File: config.mk
export PLATFORM = sky130hd
export DESIGN_NAME = core_tracer
export DESIGN_NICKNAME = d
export VERILOG_FILES = /design/src/source/rv_isa_pkg.sv /design/src/source/trace_pkg.sv /design/src/source/ins_classifier.sv /design/src/source/depth_counter.sv /design/src/source/trace_record_builder.sv /design/src/source/core_tracer.sv
export VERILOG_INCLUDE_DIRS = /design/src /design/src/source
export SDC_FILE = /design/constraint.sdc
export NUM_CORES = 1
export LEC_CHECK = 0
export BUFFER_PORTS_ARGS = -buffer_cell sky130_fd_sc_hd__clkbuf_2
export CELL_PAD_IN_SITES_DETAIL_PLACEMENT = 0
export CELL_PAD_IN_SITES_GLOBAL_PLACEMENT = 1
export CORE_MARGIN = 4
export CORE_UTILIZATION = 37
export DETAILED_ROUTE_END_ITERATION = 12
export MAX_ROUTING_LAYER = met4
export PLACE_DENSITY_LB_ADDON = 0.1
export SETUP_SLACK_MARGIN = 0.4
export SLEW_MARGIN = 20
export SYNTH_ARGS = -nofsm -noshare
export SYNTH_HDL_FRONTEND = slang
export SYNTH_SLANG_ARGS = --single-unit
File: constraint.sdc
create_clock -name clk_i -period 6.2 [get_ports clk_i]
set_clock_uncertainty 0.05 [all_clocks]
set_input_delay 1.24 -clock clk_i [delete_from_list [all_inputs] [get_ports clk_i]]
set_output_delay 1.24 -clock clk_i [all_outputs]
set_load 0.05 [all_outputs]
File: src/source/trace_settings.svh
// tracer settings: data width, depth counter widths, stack and link register numbers

`ifndef TRACE_SETTINGS_SVH
`define TRACE_SETTINGS_SVH

// --------------------------------------------------
// datapath
// --------------------------------------------------

// data and address width
`define TRACE_XLEN 32

// --------------------------------------------------
// depth counters
// --------------------------------------------------

// trap nesting, small range is enough
`define TRACE_TRAP_DEPTH_W 4
`define TRACE_STACK_DEPTH_W 32

// abi register numbers
`define TRACE_SP_REG 2
`define TRACE_LINK_REG 1

`endif

File: src/source/rv_isa_pkg.sv
// rv32i encoding types: major opcodes, instruction classes, decoded instruction bundle

`default_nettype none

`include "trace_settings.svh"

package rv_isa_pkg;

    // --------------------------------------------------
    // major opcodes, bits [6:0] of a 32-bit encoding
    // --------------------------------------------------
    typedef enum logic [6:0] {
        op_lui     = 7'b0110111,
        op_auipc   = 7'b0010111,
        op_jal     = 7'b1101111,
        op_jalr    = 7'b1100111,
        op_branch  = 7'b1100011,
        op_load    = 7'b0000011,
        op_store   = 7'b0100011,
        op_opimm   = 7'b0010011,
        op_op      = 7'b0110011,
        op_miscmem = 7'b0001111,
        op_system  = 7'b1110011
    } opcode_e;

    // instruction class as reported in a trace record
    typedef enum logic [3:0] {
        cls_lui,
        cls_auipc,
        cls_jal,
        cls_jalr,
        cls_branch,
        cls_load,
        cls_store,
        cls_opimm,
        cls_op,
        cls_miscmem,
        cls_system,
        cls_unknown
    } ins_class_e;

    typedef logic [4:0] reg_addr_t;

    // --------------------------------------------------
    // decoded instruction
    // --------------------------------------------------
    typedef struct packed {
        ins_class_e            ins_class;
        reg_addr_t             rd;
        reg_addr_t             rs1;
        reg_addr_t             rs2;
        logic [`TRACE_XLEN-1:0] imm;       // sign extended per format
        logic                  is_call;
        logic                  is_rtn;
        logic                  is_stack_adj;
        logic                  is_trap_rtn;
    } ins_info_t;

endpackage

`default_nettype wire

File: src/source/trace_pkg.sv
// tracer interface types: execute and trap bundles, depths, cause categories, trace record

`default_nettype none

`include "trace_settings.svh"

package trace_pkg;

    // --------------------------------------------------
    // inputs from the core
    // --------------------------------------------------
    typedef struct packed {
        logic [`TRACE_XLEN-1:0] pc;
        logic [`TRACE_XLEN-1:0] ins;
        logic [`TRACE_XLEN-1:0] rs2_data;
        logic [`TRACE_XLEN-1:0] alu_dout;
        logic [1:0]             mode;
    } exec_info_t;

    typedef struct packed {
        logic                   jump;
        logic [`TRACE_XLEN-1:0] cause;
        logic [`TRACE_XLEN-1:0] entry_addr;
        logic [`TRACE_XLEN-1:0] rtn_addr;
    } trap_info_t;

    // depth counts, both signed
    typedef logic signed [`TRACE_TRAP_DEPTH_W-1:0]  trap_depth_t;
    typedef logic signed [`TRACE_STACK_DEPTH_W-1:0] stack_depth_t;

    // trap cause reduced to a category, privilege level dropped
    typedef enum logic [3:0] {
        cat_none,
        cat_sw_int,
        cat_timer_int,
        cat_ext_int,
        cat_ins_misaligned,
        cat_ins_fault,
        cat_illegal,
        cat_load_misaligned,
        cat_load_fault,
        cat_store_misaligned,
        cat_store_fault,
        cat_ecall,
        cat_other
    } cause_cat_e;

    typedef enum logic {
        ev_commit,
        ev_trap
    } event_kind_e;

    // --------------------------------------------------
    // output record
    // --------------------------------------------------
    typedef struct packed {
        event_kind_e             kind;
        logic [1:0]              mode;
        logic [`TRACE_XLEN-1:0]  pc;
        logic [`TRACE_XLEN-1:0]  ins;
        rv_isa_pkg::ins_class_e  ins_class;
        logic                    is_call;
        logic                    is_rtn;
        cause_cat_e              cause_cat;
        logic [`TRACE_XLEN-1:0]  target;
        trap_depth_t             trap_depth;
        stack_depth_t            stack_depth;
    } trace_record_t;

endpackage

`default_nettype wire

File: src/source/ins_classifier.sv
// combinational rv32i decode: class, register fields, immediate, call/return/stack/xret flags

`timescale 1ns/10ps
`default_nettype none

`include "trace_settings.svh"

module ins_classifier (
    input  wire logic [31:0]          ins_i,
    output rv_isa_pkg::ins_info_t     info_o
);

    localparam int XLEN = `TRACE_XLEN;

    logic [2:0]              funct3;
    logic [11:0]             funct12;
    rv_isa_pkg::reg_addr_t   rd;
    rv_isa_pkg::reg_addr_t   rs1;
    rv_isa_pkg::reg_addr_t   rs2;
    logic [XLEN-1:0]         imm_i;
    logic [XLEN-1:0]         imm_s;
    logic [XLEN-1:0]         imm_b;
    logic [XLEN-1:0]         imm_u;
    logic [XLEN-1:0]         imm_j;
    rv_isa_pkg::ins_class_e  ins_class;
    logic [XLEN-1:0]         imm;

    // --------------------------------------------------
    // raw fields
    // --------------------------------------------------
    assign funct3  = ins_i[14:12];
    assign funct12 = ins_i[31:20];
    assign rd      = ins_i[11:7];
    assign rs1     = ins_i[19:15];
    assign rs2     = ins_i[24:20];

    // immediates for each format
    assign imm_i = {{(XLEN-12){ins_i[31]}}, ins_i[31:20]};
    assign imm_s = {{(XLEN-12){ins_i[31]}}, ins_i[31:25], ins_i[11:7]};
    assign imm_b = {{(XLEN-12){ins_i[31]}}, ins_i[7], ins_i[30:25], ins_i[11:8], 1'b0};
    assign imm_u = {{(XLEN-32){ins_i[31]}}, ins_i[31:12], 12'b0};
    assign imm_j = {{(XLEN-20){ins_i[31]}}, ins_i[19:12], ins_i[20], ins_i[30:21], 1'b0};

    // --------------------------------------------------
    // class and format select
    // --------------------------------------------------
    always_comb begin
        ins_class = rv_isa_pkg::cls_unknown;
        imm       = '0;
        case (rv_isa_pkg::opcode_e'(ins_i[6:0]))
            rv_isa_pkg::op_lui: begin
                ins_class = rv_isa_pkg::cls_lui;
                imm       = imm_u;
            end
            rv_isa_pkg::op_auipc: begin
                ins_class = rv_isa_pkg::cls_auipc;
                imm       = imm_u;
            end
            rv_isa_pkg::op_jal: begin
                ins_class = rv_isa_pkg::cls_jal;
                imm       = imm_j;
            end
            rv_isa_pkg::op_jalr: begin
                ins_class = rv_isa_pkg::cls_jalr;
                imm       = imm_i;
            end
            rv_isa_pkg::op_branch: begin
                ins_class = rv_isa_pkg::cls_branch;
                imm       = imm_b;
            end
            rv_isa_pkg::op_load: begin
                ins_class = rv_isa_pkg::cls_load;
                imm       = imm_i;
            end
            rv_isa_pkg::op_store: begin
                ins_class = rv_isa_pkg::cls_store;
                imm       = imm_s;
            end
            rv_isa_pkg::op_opimm: begin
                ins_class = rv_isa_pkg::cls_opimm;
                imm       = imm_i;
            end
            rv_isa_pkg::op_op: begin
                ins_class = rv_isa_pkg::cls_op;
            end
            rv_isa_pkg::op_miscmem: begin
                ins_class = rv_isa_pkg::cls_miscmem;
                imm       = imm_i;
            end
            rv_isa_pkg::op_system: begin
                // csr forms carry the csr number here
                ins_class = rv_isa_pkg::cls_system;
                imm       = imm_i;
            end
            default: begin
                ins_class = rv_isa_pkg::cls_unknown;
            end
        endcase
    end

    // --------------------------------------------------
    // output bundle and flags
    // --------------------------------------------------
    always_comb begin
        info_o           = '0;
        info_o.ins_class = ins_class;
        info_o.rd        = rd;
        info_o.rs1       = rs1;
        info_o.rs2       = rs2;
        info_o.imm       = imm;

        // jal with the link register as destination
        info_o.is_call = (ins_class == rv_isa_pkg::cls_jal) &&
                         (rd == rv_isa_pkg::reg_addr_t'(`TRACE_LINK_REG));

        // jalr through the link register, no offset
        info_o.is_rtn = (ins_class == rv_isa_pkg::cls_jalr) &&
                        (rs1 == rv_isa_pkg::reg_addr_t'(`TRACE_LINK_REG)) &&
                        (imm == '0);

        // addi sp, sp, imm
        info_o.is_stack_adj = (ins_class == rv_isa_pkg::cls_opimm) && (funct3 == 3'b000) &&
                              (rd == rv_isa_pkg::reg_addr_t'(`TRACE_SP_REG)) &&
                              (rs1 == rv_isa_pkg::reg_addr_t'(`TRACE_SP_REG));

        // uret, sret, mret
        info_o.is_trap_rtn = (ins_class == rv_isa_pkg::cls_system) && (funct3 == 3'b000) &&
                             (rd == '0) && (rs1 == '0) &&
                             ((funct12 == 12'h002) || (funct12 == 12'h102) ||
                              (funct12 == 12'h302));
    end

endmodule

`default_nettype wire

File: src/source/depth_counter.sv
// signed depth accumulator with synchronous reset and adjust strobe

`timescale 1ns/10ps
`default_nettype none

module depth_counter #(
    parameter type count_t = logic signed [7:0]
) (
    input  wire logic   clk_i,
    input  wire logic   reset_i,
    input  wire logic   adjust_i,
    input  wire count_t delta_i,
    output count_t      count_o
);

    count_t count_q;

    // --------------------------------------------------
    // accumulate on strobe
    // --------------------------------------------------
    always_ff @(posedge clk_i) begin
        if (reset_i) begin
            count_q <= '0;
        end else if (adjust_i) begin
            // negative deltas wrap at the count_t width
            count_q <= count_q + delta_i;
        end
    end

    assign count_o = count_q;

endmodule

`default_nettype wire

File: src/source/trace_record_builder.sv
// event selection, trap cause categories, depth adjust requests and registered trace record

`timescale 1ns/10ps
`default_nettype none

`include "trace_settings.svh"

module trace_record_builder (
    input  wire logic                      clk_i,
    input  wire logic                      reset_i,
    input  wire logic                      ex_stage_en_i,
    input  wire logic                      execute_commit_i,
    input  wire trace_pkg::exec_info_t     exec_i,
    input  wire trace_pkg::trap_info_t     trap_i,
    input  wire rv_isa_pkg::ins_info_t     info_i,
    input  wire trace_pkg::trap_depth_t    trap_depth_i,
    input  wire trace_pkg::stack_depth_t   stack_depth_i,
    output logic                           trap_adjust_o,
    output trace_pkg::trap_depth_t         trap_delta_o,
    output logic                           stack_adjust_o,
    output trace_pkg::stack_depth_t        stack_delta_o,
    output logic                           trace_valid_o,
    output trace_pkg::trace_record_t       trace_o
);

    logic                      trap_event;
    logic                      commit_event;
    logic                      trap_rtn_event;
    trace_pkg::trace_record_t  record_d;

    // --------------------------------------------------
    // cause reduction
    // --------------------------------------------------
    function automatic trace_pkg::cause_cat_e cause_category(
        input logic [`TRACE_XLEN-1:0] cause
    );
        trace_pkg::cause_cat_e cat;
        cat = trace_pkg::cat_other;
        // only the low four code bits are defined
        if (cause[`TRACE_XLEN-2:4] == '0) begin
            if (cause[`TRACE_XLEN-1]) begin
                case (cause[3:0])
                    4'd0, 4'd1, 4'd3:  cat = trace_pkg::cat_sw_int;
                    4'd4, 4'd5, 4'd7:  cat = trace_pkg::cat_timer_int;
                    4'd8, 4'd9, 4'd11: cat = trace_pkg::cat_ext_int;
                    default:           cat = trace_pkg::cat_other;
                endcase
            end else begin
                case (cause[3:0])
                    4'd0:              cat = trace_pkg::cat_ins_misaligned;
                    4'd1:              cat = trace_pkg::cat_ins_fault;
                    4'd2:              cat = trace_pkg::cat_illegal;
                    4'd4:              cat = trace_pkg::cat_load_misaligned;
                    4'd5:              cat = trace_pkg::cat_load_fault;
                    4'd6:              cat = trace_pkg::cat_store_misaligned;
                    4'd7:              cat = trace_pkg::cat_store_fault;
                    4'd8, 4'd9, 4'd11: cat = trace_pkg::cat_ecall;
                    default:           cat = trace_pkg::cat_other;   // breakpoint and beyond
                endcase
            end
        end
        return cat;
    endfunction

    // --------------------------------------------------
    // event rule with trap entry winning over commit
    // --------------------------------------------------
    assign trap_event     = ex_stage_en_i & trap_i.jump;
    assign commit_event   = ex_stage_en_i & ~trap_i.jump & execute_commit_i;
    assign trap_rtn_event = commit_event & info_i.is_trap_rtn;

    // depth update requests
    assign trap_adjust_o  = trap_event | trap_rtn_event;
    assign trap_delta_o   = trap_event ? trace_pkg::trap_depth_t'(1)
                                       : trace_pkg::trap_depth_t'(-1);
    assign stack_adjust_o = commit_event & info_i.is_stack_adj;
    assign stack_delta_o  = trace_pkg::stack_depth_t'($signed(info_i.imm));

    // --------------------------------------------------
    // next record
    // --------------------------------------------------
    always_comb begin
        record_d           = '0;
        record_d.kind      = trap_event ? trace_pkg::ev_trap : trace_pkg::ev_commit;
        record_d.mode      = exec_i.mode;
        record_d.pc        = exec_i.pc;
        record_d.ins       = exec_i.ins;
        record_d.ins_class = info_i.ins_class;
        // call and return only mean something when the instruction retires
        record_d.is_call   = commit_event & info_i.is_call;
        record_d.is_rtn    = commit_event & info_i.is_rtn;
        record_d.cause_cat = trap_event ? cause_category(trap_i.cause) : trace_pkg::cat_none;

        if (trap_event) begin
            record_d.target = trap_i.entry_addr;
        end else if (trap_rtn_event) begin
            record_d.target = trap_i.rtn_addr;
        end else begin
            record_d.target = exec_i.alu_dout;
        end

        // xret reports the depth it returns to
        record_d.trap_depth  = trap_rtn_event ? trap_depth_i - trace_pkg::trap_depth_t'(1)
                                              : trap_depth_i;
        record_d.stack_depth = stack_depth_i;
    end

    // --------------------------------------------------
    // output registers
    // --------------------------------------------------
    always_ff @(posedge clk_i) begin
        if (reset_i) begin
            trace_valid_o <= 1'b0;
        end else begin
            trace_valid_o <= trap_event | commit_event;
        end
    end

    always_ff @(posedge clk_i) begin
        if (trap_event | commit_event) begin
            trace_o <= record_d;
        end
    end

endmodule

`default_nettype wire

File: src/source/core_tracer.sv
// core tracer top level with instruction classifier, trap and stack depth counters and record builder

`timescale 1ns/10ps
`default_nettype none

module core_tracer (
    input  wire logic                  clk_i,
    input  wire logic                  reset_i,
    input  wire logic                  ex_stage_en_i,
    input  wire logic                  execute_commit_i,
    input  wire trace_pkg::exec_info_t exec_i,
    input  wire trace_pkg::trap_info_t trap_i,
    output logic                       trace_valid_o,
    output trace_pkg::trace_record_t   trace_o
);

    rv_isa_pkg::ins_info_t    ins_info;
    logic                     trap_adjust;
    trace_pkg::trap_depth_t   trap_delta;
    trace_pkg::trap_depth_t   trap_depth;
    logic                     stack_adjust;
    trace_pkg::stack_depth_t  stack_delta;
    trace_pkg::stack_depth_t  stack_depth;

    // --------------------------------------------------
    // decode
    // --------------------------------------------------
    ins_classifier ins_classifier_i (
        .ins_i  (exec_i.ins),
        .info_o (ins_info)
    );

    // --------------------------------------------------
    // depth tracking
    // --------------------------------------------------
    depth_counter #(
        .count_t (trace_pkg::trap_depth_t)
    ) trap_depth_counter_i (
        .clk_i    (clk_i),
        .reset_i  (reset_i),
        .adjust_i (trap_adjust),
        .delta_i  (trap_delta),
        .count_o  (trap_depth)
    );

    depth_counter #(
        .count_t (trace_pkg::stack_depth_t)
    ) stack_depth_counter_i (
        .clk_i    (clk_i),
        .reset_i  (reset_i),
        .adjust_i (stack_adjust),
        .delta_i  (stack_delta),
        .count_o  (stack_depth)
    );

    // record assembly one cycle after the sampling edge
    trace_record_builder trace_record_builder_i (
        .clk_i            (clk_i),
        .reset_i          (reset_i),
        .ex_stage_en_i    (ex_stage_en_i),
        .execute_commit_i (execute_commit_i),
        .exec_i           (exec_i),
        .trap_i           (trap_i),
        .info_i           (ins_info),
        .trap_depth_i     (trap_depth),
        .stack_depth_i    (stack_depth),
        .trap_adjust_o    (trap_adjust),
        .trap_delta_o     (trap_delta),
        .stack_adjust_o   (stack_adjust),
        .stack_delta_o    (stack_delta),
        .trace_valid_o    (trace_valid_o),
        .trace_o          (trace_o)
    );

endmodule

`default_nettype wire

==> impl_metrics.env <==
export IMPL_yosysMostFrequentCell="edfxtp_1"
export IMPL_fin_ws_ps=1284
export IMPL_cts_tree="yes"
export IMPL_ys_types=66
export IMPL_timing_rr_start="stack_depth_counter_i.count_o[0]"
export IMPL_relSlewSlack_pct=32.28
export IMPL_ios=377
export IMPL_antenna_found_initial=4
export IMPL_syn_inst=826
export IMPL_final_min_clock_period_ps=4916
export IMPL_clock_latency_ps=440
export IMPL_final_max_slew_viol_count=0
export IMPL_yosysTopAreaCellShare_pct=47.30
export IMPL_cts_root_buf="clkbuf_16"
export IMPL_outcome="finished clean"
export IMPL_layout_nets=1434
export IMPL_post_drt_wl_per_cell_um=19.40
export IMPL_critPathLaunch="exec_i[70]"
export IMPL_rows=57
export IMPL_power_density_nw_per_um2=265.8
export IMPL_start_kind="input pin"
export IMPL_crit_fanout=16
export IMPL_ant_nets=0
export IMPL_syn_avg_cell_area_um2=11.14
export IMPL_arrival_ps=5190
export IMPL_initial_utilization_pct=37.74
export IMPL_netlist_area_um2=9205
export IMPL_core_um2=24390
export IMPL_clk_pin_slew_ps=70
export IMPL_cts_max_level=4
export IMPL_endpoint_kind="register"
export IMPL_cts_path_max_buffers=2
export IMPL_hpwl_um=22470
export IMPL_hp_start="stack_depth_counter_i.count_o[31]"
export IMPL_pre_cts_slack_ps=916.6
export IMPL_rsz0062_at_grt="no"
export IMPL_clock_power_share_pct=37.1
export IMPL_postCtsHoldBufs=0
export IMPL_comb_power_share_pct=17.7
export IMPL_reg2reg_to="stack_depth_counter_i.count_o[30]"
export IMPL_cts_setup_buffers=0
export IMPL_drive_gt1_share_pct=33.87
export IMPL_p_int_w=0.002189
export IMPL_p_total_w=0.003153
export IMPL_worst_ep_required_time_ps=6470
export IMPL_yosys_top_cells_area="edfxtp_1, dfxtp_1, ha_1"
export IMPL_grt_pass1_vias=7618
export IMPL_cts_resized_gates=0
export IMPL_ir_drop_mv=0.1361
export IMPL_io_buffers=344
export IMPL_drv_cap=0
export IMPL_synth_fp_nets=1098
export IMPL_setup_tns_ps=0
export IMPL_remaining_drc_errors=0
export IMPL_cts_sinks=182
export IMPL_synth_flop_cell="edfxtp_1"
export IMPL_p_leak_nw=5.233
export IMPL_wl_um=29160
export IMPL_fp_dieArea_um2=27470
export IMPL_vias_per_cell=5.126
export IMPL_fmax_ghz=0.2034
export IMPL_vias=7704
export IMPL_die_x_um=165.7
export IMPL_fill_cells=2358
export IMPL_setup_viol=0
export IMPL_power_frac_seq_pct=45.2
export IMPL_die_h_um=165.7
export IMPL_gr_total_overflow=0
export IMPL_synth_seq_cells=182
export IMPL_yosys_area_top_type="edfxtp_1"
export IMPL_grt_use_total_pct=21.30
export IMPL_net_switching_power_w=0.0009639
export IMPL_hold_viol_final=0
export IMPL_grt_max_degree=91
export IMPL_cp_endpoint="stack_depth_counter_i.count_o[31]"
export IMPL_critPathKind="in2reg"
export IMPL_period_share_pct=79.29
export IMPL_ys_async_sr_fraction_pct=0
export IMPL_synth_edff_count=145
export IMPL_firstDrtPassIters=5
export IMPL_area_growth_pct=28.86
export IMPL_synth_warnings=0
export IMPL_worst_r2r_setup_slack_ps=3210
export IMPL_numCtsBuffers=17
export IMPL_yosys_top_cells_count="edfxtp_1, nand2_1, a21oi_1"
export IMPL_place_congestion=0.8591
export IMPL_yosysSeqAreaShare_pct=55.35
export IMPL_switching_share_pct=30.57
export IMPL_min_path_type="reg2reg"
export IMPL_tightest_slew_ps=1016
export IMPL_first_iter_violations=413
export IMPL_r2r_cells=11
export IMPL_grt_first_pass_wirelength_um=44930
per-stage QoR:
step           hold WS [ps]  utilization [%]  cells  instance area, um^2
2_1_floorplan         373.1                -    826                 9205
3_3_place_gp          387.1            46.00   1467                11220
3_5_place_dp          381.5            46.00   1467                11220
4_1_cts               398.7            48.59   1499                11850
5_1_grt               437.3            48.63   1503                11860
6_report              397.7            48.63   1503                11860
sequential cells by signal (all words and copies together) (netlist names):
signal and flops:
trace_record_builder_i.trace_valid_o 1, trace_record_builder_i.trace_o 145, trap_depth_counter_i.count_o 4, stack_depth_counter_i.count_o 32
worst min-delay path by stage:
stage,to,slack (ps),depth (start not counted)
floorplan,trace_record_builder_i.trace_o[31],370,0
global placement,trace_record_builder_i.trace_o[31],390,0
detailed placement,trace_record_builder_i.trace_o[31],380,0
CTS,trace_record_builder_i.trace_o[31],400,0
global route,trace_record_builder_i.trace_o[31],440,0
finish,trace_record_builder_i.trace_o[31],400,0
placed cells by master, fill, tap and decap left out, types with 6 or more instances in the layout:
master and instances:
a21o_1 41, edfxtp_1 145, dfxtp_1 37, inv_1 18, inv_6 6, mux2i_1 38, a31oi_1 9, a21oi_1 67
a211oi_1 7, xnor2_1 17, clkbuf_2 344, o21ai_1 19, nor4_1 12, o21a_1 6, nor2b_1 13, nand3b_1 7
clkbuf_16 17, ha_1 39, nand4_1 6, o21ai_0 38, and3_1 8, nor2_1 43, buf_4 7, nand2_1 105
nor3_1 24, xor2_1 9
cells by family after synthesis:
logic type               Yosys count  share of synthesized area, %
AND/OR/NAND/NOR                  256                         13.51
AO/OA/AOI/OAI                    228                         15.79
flip-flops                       182                         55.35
buffers and inverters             54                         2.882
adder cells (fa/ha/maj)           41                         5.736
multiplexers                      39                         4.254
XOR/XNOR                          26                         2.474
metal layers:
metal	share of wire, %	vias to the layer above	GRT usage [%]	routed length, um
met3	5.4	40	4.070	1578
li1	-	3783	-	-
met4	2.0	0	6.564	585
met1	43	3625	26.51	12580
met2	49	256	35.40	14410
met5	0	-	-	0
cell type report:
cell class | instances | area [um^2] | share of cell area [%]
clock inverters | 15 | 206.4 | 1.741
diodes | 4 | 10.01 | 0.08439
multi-input cells | 590 | 3854 | 32.49
inverters | 19 | 71.32 | 0.6013
repair buffers | 352 | 1794 | 15.13
clock buffers | 17 | 425.4 | 3.586
flip-flops and latches | 182 | 5095 | 42.95
well taps | 324 | 405.4 | 3.418
worst max-delay path, stage by stage:
cell      delay, ps
clkbuf_2        220
nor2b_1         340
and2_1          230
a21oi_1          80
nor2_1          550
a21o_1          220
ha_1            280
a21o_1          200
a21o_1          170
a221oi_1        550
and3b_1         240
a221o_1         250
o21ai_2         110
mux2i_1         170
mux2_1          330
power by group through the flow:
stage | logic (W) | registers, W | clock network (W)
global route | 0.000590 | 0.00143 | 0.00125
finish | 0.000558 | 0.00143 | 0.00117
floorplan | 0.000104 | 0.00173 | 0
global placement | 0.000561 | 0.00145 | 0
CTS | 0.000564 | 0.00143 | 0.00120
detailed placement | 0.000562 | 0.00145 | 0
(Power assumes the default switching activity.)
